<file path="config.mk">
export PLATFORM = sky130hd
export DESIGN_NAME = action_table
export DESIGN_NICKNAME = d
export VERILOG_FILES = /design/src/hdl/deparse_pkg.sv /design/src/hdl/ctrl_pkg.sv /design/src/hdl/action_table.sv
export SDC_FILE = /design/constraint.sdc
export NUM_CORES = 1
export LEC_CHECK = 0
export BUFFER_PORTS_ARGS = -buffer_cell sky130_fd_sc_hd__buf_2
export CAP_MARGIN = 10
export CORE_ASPECT_RATIO = 1.5
export CORE_UTILIZATION = 48
export CTS_BUF_LIST = sky130_fd_sc_hd__clkbuf_8
export DETAILED_ROUTE_END_ITERATION = 8
export SYNTH_ARGS = -nofsm -noshare
export SYNTH_HDL_FRONTEND = slang
export SYNTH_SLANG_ARGS = --single-unit
export TNS_END_PERCENT = 30
</file>
<file path="constraint.sdc">
create_clock -name clk -period 13.1 [get_ports clk]
set_input_delay 3.93 -clock clk [delete_from_list [all_inputs] [get_ports clk]]
set_output_delay 3.93 -clock clk [all_outputs]
set_load 0.03 [all_outputs]
</file>
<file path="src/hdl/deparse_pkg.sv">
package deparse_pkg;

	localparam int DATA_W    = 256;
	localparam int KEEP_W    = DATA_W / 8;
	localparam int NUM_ACT   = 4;
	localparam int NUM_CONT  = 4;
	localparam int TBL_DEPTH = 16;
	localparam int TBL_AW    = 4;
	localparam int VLAN_W    = 12;
	localparam int VLAN_LSB  = 4; // first vlan id bit used as table address

	typedef struct packed {
		logic [DATA_W-1:0] data;
		logic [KEEP_W-1:0] keep;
		logic              last;
	} seg_t;

	typedef struct packed {
		logic [NUM_CONT-1:0][15:0] c2;
		logic [NUM_CONT-1:0][31:0] c4;
		logic [NUM_CONT-1:0][47:0] c6;
		logic                      discard;
	} phv_t;

	// ctype 1, 2, 3 selects a 2, 4 or 6 byte container
	typedef struct packed {
		logic       en;
		logic [1:0] ctype;
		logic [1:0] cidx;
		logic [4:0] off;   // byte offset in header beat
		logic [5:0] spare;
	} act_t;

	typedef act_t [0:NUM_ACT-1] entry_t; // action 0 in the top bits

	typedef struct packed {
		logic [1:0]  ctype;
		logic [47:0] val;   // msb aligned
	} fval_t;

endpackage

</file>
<file path="src/hdl/ctrl_pkg.sv">
package ctrl_pkg;

	localparam int CTRL_W = 64;

	localparam logic [2:0]  MOD_ID    = 3'd5;
	localparam logic [15:0] CTRL_FLAG = 16'hf2f1;

	// field positions in the header beat
	localparam int MOD_LSB  = 0;
	localparam int FLAG_LSB = 16;
	localparam int IDX_LSB  = 32;

	typedef struct packed {
		logic [CTRL_W-1:0] data;
		logic              last;
	} ctrl_beat_t;

endpackage

</file>
<file path="src/hdl/action_table.sv">
module action_table (
	input  logic                             clk,
	input  logic                             aresetn,
	input  ctrl_pkg::ctrl_beat_t             ctrl,
	input  logic                             ctrl_valid,
	input  logic [deparse_pkg::TBL_AW-1:0]   rd_addr,
	output deparse_pkg::entry_t              entry
);

	typedef enum logic [1:0] {C_IDLE, C_FIRST, C_NEXT} c_state_t;

	c_state_t                         c_state;
	logic [deparse_pkg::TBL_AW-1:0]   c_index;
	logic                             c_wr_en;
	logic [ctrl_pkg::CTRL_W-1:0]      swapped;
	logic                             hdr_match;
	deparse_pkg::entry_t              wr_entry;
	deparse_pkg::entry_t              mem [deparse_pkg::TBL_DEPTH];

	// byte 0 of the beat lands in the top byte
	always_comb begin
		for (int b = 0; b < ctrl_pkg::CTRL_W / 8; b++) begin
			swapped[ctrl_pkg::CTRL_W - 8 - 8 * b +: 8] = ctrl.data[8 * b +: 8];
		end
	end

	assign hdr_match = ctrl_valid
		&& ctrl.data[ctrl_pkg::MOD_LSB +: 3] == ctrl_pkg::MOD_ID
		&& ctrl.data[ctrl_pkg::FLAG_LSB +: 16] == ctrl_pkg::CTRL_FLAG;

	always_ff @(posedge clk or negedge aresetn) begin
		if (!aresetn) begin
			c_state <= C_IDLE;
			c_index <= '0;
			c_wr_en <= 1'b0;
		end else begin
			c_wr_en <= 1'b0;
			case (c_state)
				C_IDLE: begin
					if (hdr_match) begin
						c_index <= ctrl.data[ctrl_pkg::IDX_LSB +: deparse_pkg::TBL_AW];
						c_state <= C_FIRST;
					end
				end
				C_FIRST, C_NEXT: begin
					if (ctrl_valid) begin
						c_wr_en <= 1'b1;
						if (c_state == C_NEXT)
							c_index <= c_index + 1'b1; // following entries go to index+1
						c_state <= ctrl.last ? C_IDLE : C_NEXT;
					end
				end
				default: c_state <= C_IDLE;
			endcase
		end
	end

	always_ff @(posedge clk) begin
		if (ctrl_valid)
			wr_entry <= deparse_pkg::entry_t'(swapped);
	end

	always_ff @(posedge clk) begin
		if (c_wr_en)
			mem[c_index] <= wr_entry;
		entry <= mem[rd_addr]; // registered read
	end

endmodule

</file>
# [Word-level counts from Yosys, hierarchy flattened]
# Memories as Yosys holds them, arrays and structs flattened. A register that Yosys moved wholly into a read port is not among the register bits.
# Index checks and enable logic that the tools add are counted.
[word_totals] ram_bits=1024 regBits=71 mem_count=1 output_inout_bits=64 wordCells=51
[memory_table] name="mem" depth=16 width=64 rd=1 rd_clocked_by_memory_dff=1 write_ports=1 line_no="action_table.sv:18" text="deparse_pkg::entry_t mem [deparse_pkg::TBL_DEPTH];"
[op_classes] addsub=1 n_reduce_logical=7 n_eq_ne=7 mux=12
[ops] op="== test 16 bit, second input constant" n=1
[ops] op="2-to-1 mux 4 bit" n=3
[ops] op="one-hot mux 4 bit (2 select lines)" n=1
[ops] op="2-to-1 mux 2 bit" n=3
[ops] op="!= test 2 bit, second input constant" n=3
[ops] op="adder 4 x 1 -> 4 bit, second input constant" n=1
[ops] op="2-to-1 mux 1 bit" n=4
[ops] op="one-hot mux 2 bit (2 select lines)" n=1
[ops] op="AND reduction 4 bit" n=1
[ops] op="== test 3 bit, second input constant" n=1
[ops] op="== test 2 x 1 -> 1 bit, second input constant" n=1
[ops] op="== test 2 bit, second input constant" n=1
[ops] op="logical AND 1 bit" n=2
[ops] op="logical NOT 2 bit" n=1
[ops] op="AND reduction 2 bit" n=1
[ops] op="nonzero test 2 bit" n=1
[ops] op="OR reduction 2 bit" n=1

# [Depth between registers and ports, before layout]
# Gate-level depths: netlist of run 1.
[depth] depth_word=5 mapped_depth=8 mapped_depth_nobuf=7

# [Least setup slack after synthesis of run 1]
# Ideal clock, no wire load.
[synth_path] path_type="flip-flop to flip-flop" from="register c_index[2] in the netlist's numbering" to="memory mem[4][0] in the netlist's numbering, enable pin" path_buffers=1 setup_ns=0.565 setup_slack_ns=7.453 synth_period_minus_slack_ns=5.647 stages_incl_launch_ff=4 arrival_ns=5.082 path_cell_list="dfrtp_1 -> clkbuf_1 -> inv_1 -> nor3_1"
[synth_lines] item="start: declaration" line_no="action_table.sv:13" text="logic [deparse_pkg::TBL_AW-1:0] c_index;"
[synth_lines] item="start signal: assignment" line_no="action_table.sv:41" text="c_index <= ctrl.data[ctrl_pkg::IDX_LSB +: deparse_pkg::TBL_AW];"
[synth_lines] item="start signal: assignment" line_no="action_table.sv:49" text="c_index <= c_index + 1'b1;"
[synth_lines] item="end: declaration" line_no="action_table.sv:18"
# No word-level cell before the write port.

==> reports/metrics.yaml, run 1 <==
avgSynthCellArea_um2: 25.9
cts_sinks: 1159
cts_max_path_buffers: 3
fin_worst_skew_ns: 0.0228
nets: 1974
yosys_warnings: 0
fin_crit_sh_pct: 50.5
fp.dieH_um: 366
hpwl_um: 44400
syn_to_final_growth_pct: 12.3
placementRows: 133
postCtsSetupRepairBufs: 0
hold_path.class: "flip-flop to flip-flop"
grt_pass1_wl_um: 133000
hold_viol: 0
place_ws_ns: 5.48
p_leak_uw: 0.0154
grt_pass1_vias: 19900
pin_count: 136
ctsHtreeMaxLevel: 4
grt_usage_pct: 21.1
setup_slack_ns: 6.49
critPathCaptureType: "flip-flop"
cts_resized: 0
synth-seq-cells: 1159
syn_area_um2: 42300
drt_iter0_markers: 1699
syn_nets: 1711
grt_max_degree: 104
slew_viol_final: 0
cp_top_family: "buffers and inverters"
place_area_um2: 44300
root_buffer: "clkbuf_8"
finalWeightedCongestion: 0.726
hold_buffers: 0
tns_ns: 0
drive_gt1_share_pct: 35.4
yosys-top-cells-area: "edfxtp_1 (77%), mux4_2 (17%), dfxtp_1 (3.0%)"
drc_errors: 0
cp_max_fo: 81
async_flop_share_pct: 0.604
final_area_um2: 47500
fp.dieW_um: 244
rsz0062_at_grt: "false"
synth_most_common_cell: "edfxtp_1"
core_region_area_um2: 87500
synth_common_cells: "edfxtp_1 (1,088), mux4_2 (320), dfxtp_1 (64)"
drv_cap: 0
cts_tree: "built"
vdd_drop_max_uv: 104
synth_ff_type: "edfxtp_1"
tightest_slew_ns: 1.15
ant_nets: 0
synth.yosys.seq_area_share_pct: 80.6
wire_per_inst_um: 28.7
p_per_area_nw_per_um2: 160
clk_pin_slew_ns: 0.06
required_ns: 13.78
synth_top_cell_area_share_pct: 77.2
num_vias: 18200
antenna_found_initial: 5
clkLatencyLatePin_ns: 0.83
io_buffers: 135
cp.arrival_ns: 7.29
die_area_um2: 89400
vias_per_cell: 5.71
cp_cell_sequence: "buf_8, buf_4, buf_4, mux4_2, mux4_2"
final-setup-viol-count: 0
routed_wl_um: 91300
first_pass_iters: 5
cp_slowest_cell: "buf_4"
start_util_pct: 48.4
slowest_delay_ns: 0.93
yosys.area.top_type: "edfxtp_1"
critPathKind: "input port to flip-flop"
numCtsBuffers: 169
start_kind: "input port"
synth_cell_types: 34
min_period_ns: 6.61
status: "finished, final reports clean"
synthCells: 1632
max-slew-margin-rel_pct: 23.3
grt_overflow: 0
fmax_ghz: 0.151
synth-edff-count: 1088
worstPathBufferInverterCount: 3
[metrics by stage]
step / std cells / power, µW / util, % / hold slack (ns)
2_1_floorplan: 1632 / 4760 / - / 0.471
3_3_place_gp: 2871 / 4960 / 50.6 / 0.486
3_5_place_dp: 2871 / 4980 / 50.6 / 0.547
4_1_cts: 3183 / 7710 / 54.3 / 0.561
5_1_grt: 3184 / 7890 / 54.3 / 0.600
6_report: 3184 / 7630 / 54.3 / 0.560
[layout make-up]
type	instances	area, µm²
tap	1147	1440
inverter	8	30.0
multi-input combinational	391	7740
fill	6713	40000
antenna	1	2.50
timing repair buffer	166	952
sequential	1159	34100
clock inverter	114	532
clock buffer	198	2730
[worst register-to-register path: stages (launching register included)]
cell	delay (ns)
dfrtp_1	0.44
inv_1	0.11
ha_1	0.18
nand3_1	0.19
nor2_4	0.56
buf_4	0.48
buf_4	0.69
[logic make-up after synthesis]
family	after synthesis	share of synthesized area [%]
DFF	1159	80.6
muxes	322	17.1
buffers and inverters	82	1.23
and+or+nand+nor	47	0.633
AOI/OAI and AO/OA	15	0.225
adders and majority gates	7	0.207
[registers in the layout (all words and copies together), names as in the netlist]
register,count
c_state,2
entry,64
c_wr_en,1
c_index,4
mem,1024
wr_entry,64
[worst paths after layout]
path	start	to	slack (ns)	cells past startpoint
min	c_state[1]	c_state[1]	0.56	2
max in group asynchronous	aresetn	c_index[0]	9.97	1
min in group asynchronous	aresetn	c_wr_en	2.93	1
max reg2reg	c_index[0]	mem[8][21]	10.05	6
min reg2reg	c_state[1]	c_state[1]	0.56	2
max	rd_addr[1]	entry[33]	6.49	5
[layer usage]
layer  vias up  share of wire, %  global-route usage (%)
met2       507                52                    36.0
met3       137               4.7                    4.22
met1      9923                41                    27.3
met5         -             0.028                       0
met4         4               2.3                    6.96
li1       7609                 -                       -
[cell usage in the layout, fill, tap and decap left out, drive strengths merged, types with 2 or more instances in the layout]
master / instances
and3: 3
nand4b: 3
a31oi: 2
nor3: 5
and2: 9
dfxtp: 64
nor3b: 2
dfrtp: 7
nand2: 8
edfxtp: 1088
bufinv: 2
ha: 7
mux2i: 2
inv: 88
buf: 166
mux4: 320
nand3: 4
clkbuf: 198
nand4bb: 2
clkinv: 25
clkinvlp: 7
o21ai: 7
nor2: 7
[where the power goes]
group	switching, µW	internal (µW)
Combinational	315	198
Sequential	111	4260
Clock	1330	1410
(Power assumes the default switching activity.)
==> inputs of run 2 (changes only) <==
--- a/config.mk
+++ b/config.mk
@@ -11,6 +11,7 @@
 export CORE_UTILIZATION = 48
 export CTS_BUF_LIST = sky130_fd_sc_hd__clkbuf_8
 export DETAILED_ROUTE_END_ITERATION = 8
+export PLACE_DENSITY = 0.67
 export SYNTH_ARGS = -nofsm -noshare
 export SYNTH_HDL_FRONTEND = slang
 export SYNTH_SLANG_ARGS = --single-unit
==> constraint.sdc (replaced) <==
create_clock -name clk -period 6 [get_ports clk]
set_input_delay 1.8 -clock clk [delete_from_list [all_inputs] [get_ports clk]]
set_output_delay 1.8 -clock clk [all_outputs]
set_load 0.03 [all_outputs]
==> run 2 against run 1 <==
Against the previous run:
- wire length fell by 1.8%
- via count rose by 1.7%
- die area unchanged
- critical path depth fell by 4
- non-clock buffer count rose by 10
- highest routed layer unchanged
- cell count is 0.35% lower
==> reports/metrics.yaml, run 2 (synthesized netlist as in run 1, its figures left out) <==
tns_ns: 0  # unchanged
final_area_um2: 47500  # about the same
clkLatencyLatePin_ns: 0.84  # about the same
num-fill-cells: 6488  # -3.4%
r2r_slack_ns: 3.00  # -7.05 ns
top_regs: "mem (1024), entry (64), wr_entry (64)"
fp.dieW_um: 244  # unchanged
fp.dieH_um: 366  # unchanged
finalWeightedCongestion: 0.752  # +3.5%
cp_top_family: "flip-flops"
fin_crit_sh_pct: 54.8
vias_per_cell: 5.83  # +2.1%
min_path_cells: 2  # unchanged
status: "finished, final reports clean"
routed_wl_um: 89700  # -1.8%
ctsHtreeMaxLevel: 4  # unchanged
core_region_area_um2: 87500  # unchanged
drive_gt1_share_pct: 35.7  # +0.24 points
place_area_um2: 44400  # +0.28%
cts_tree: "built"
slew_viol_final: 0  # unchanged
root_buffer: "clkbuf_8"
worstPathBufferInverterCount: 1  # -2
clk_pin_slew_ns: 0.06  # about the same
nets: 1974  # unchanged
first_pass_iters: 5  # unchanged
largest_reg_flops: 1024  # unchanged
grt_pass1_wl_um: 130000  # -1.7%
slowest_delay_ns: 0.42  # -0.51 ns
io_buffers: 135  # unchanged
start_kind: "flip-flop"
cp_cell_sequence: "buf_2"
grt_usage_pct: 20.6  # -0.55 points
postCtsSetupRepairBufs: 0  # unchanged
p_leak_uw: 0.0153  # -0.60%
seq_area_um2: 34100  # unchanged
pin_count: 136  # unchanged
num_vias: 18500  # +1.7%
final_common_cell: "edfxtp_1"
reg2reg_from: "c_index[2]"
die_area_um2: 89400  # unchanged
required_ns: 4.20  # -9.58 ns
wire_per_inst_um: 28.3  # -1.5%
hold_start: "c_state[0]"
hold_path.class: "flip-flop to flip-flop"
cts_sinks: 1159  # unchanged
grt_overflow: 0  # unchanged
final_cell_mix: "edfxtp_1 (1,088), mux4_2 (320), clkbuf_8 (179)"
reg2regPathDepth: 4  # -2
max-slew-margin-rel_pct: 29.9  # +6.6 points
hpwl_um: 45200  # +1.8%
numCtsBuffers: 159  # -5.9%
ant_nets: 0  # unchanged
multi_input_area_um2: 7740  # unchanged
hold_buffers: 0  # unchanged
antenna_found_initial: 6  # +1
cp_slowest_cell: "dfxtp_1"
cts_resized: 0  # unchanged
fmax_ghz: 0.304
p_per_area_nw_per_um2: 348  # +120%
drc_errors: 0  # unchanged
rsz0062_at_grt: "false"
critPathKind: "flip-flop to primary output"
drv_cap: 0  # unchanged
tightest_slew_ns: 1.05  # -0.0988 ns
reg2reg_to: "mem[7][40]"
hold_viol: 0  # unchanged
top_register: "mem"
cp_max_fo: 1  # -99%
final-setup-viol-count: 0  # unchanged
critPathCaptureType: "primary output"
grt_max_degree: 71  # -32%
placementRows: 133  # unchanged
hold_end: "c_state[0]"
start_util_pct: 48.4  # unchanged
grt_pass1_vias: 19700  # -1.1%
min_period_ns: 3.29
vdd_drop_max_uv: 246  # +140%
cts_max_path_buffers: 3  # unchanged
fin_worst_skew_ns: 0.0396  # +0.0168 ns
cp.arrival_ns: 1.49  # -5.80 ns
syn_to_final_growth_pct: 12.2  # about the same
drt_iter0_markers: 2025  # +19%
[run 2: cell count changes in the layout (fill, tap and decap cells not counted), sizes merged]
cell | before | now
bufinv | 2 | 5
clkinv | 25 | 41
inv | 88 | 68
clkbuf | 198 | 179
buf | 166 | 176
clkinvlp | 7 | 6
[run 2: worst max path at each step]
stage               depth (start not counted)         to  slack [ns]        from
finish                                      1   entry[0]        2.71    entry[0]
global route                                1   entry[0]        2.65    entry[0]
CTS                                         1   entry[4]        2.61    entry[4]
detailed placement                          4  entry[34]        1.91  rd_addr[0]
global placement                            4  entry[51]        1.95  rd_addr[0]
floorplan                                   3  mem[4][0]        0.35  c_index[2]
[run 2: where the power goes]
part	internal, µW	switching (µW)
sequential	9300	243
clock	2960	2870
combinational	442	694
[run 2: area by class of cell]
cell class              instances  area share, %
diodes                          1        0.00527
clock buffers                 179           5.19
clock inverters               112           1.33
inverters                       8         0.0632
multi-input cells             391           16.3
flip-flops and latches       1159           71.8
well taps                    1147           3.02
repair buffers                176           2.27
[run 2: layer usage]
layer / wire, µm / vias up / global-route usage [%] / part of all wire, %
met5: 27 / - / 0 / 0.030
met4: 2160 / 4 / 6.99 / 2.4
met3: 5180 / 165 / 3.81 / 5.8
met2: 45900 / 663 / 34.6 / 51
met1: 36400 / 10000 / 27.2 / 41
li1: - / 7617 / - / -
[run 2: per-stage QoR]
| step | setup WS (ns) | std cells | power (µW) | hold WS (ns) | utilization [%] |
|---|---|---|---|---|---|
| after global routing | 2.65 | 3173 | 17100 | 0.578 | 54.3 |
| after detailed placement | 1.91 | 2881 | 10900 | 0.514 | 50.7 |
| after CTS | 2.61 | 3172 | 16700 | 0.530 | 54.3 |
| after global placement | 1.95 | 2881 | 10800 | 0.560 | 50.7 |
| after floorplan | 0.353 | 1632 | 10400 | 0.471 | - |
| final | 2.71 | 3173 | 16500 | 0.531 | 54.3 |
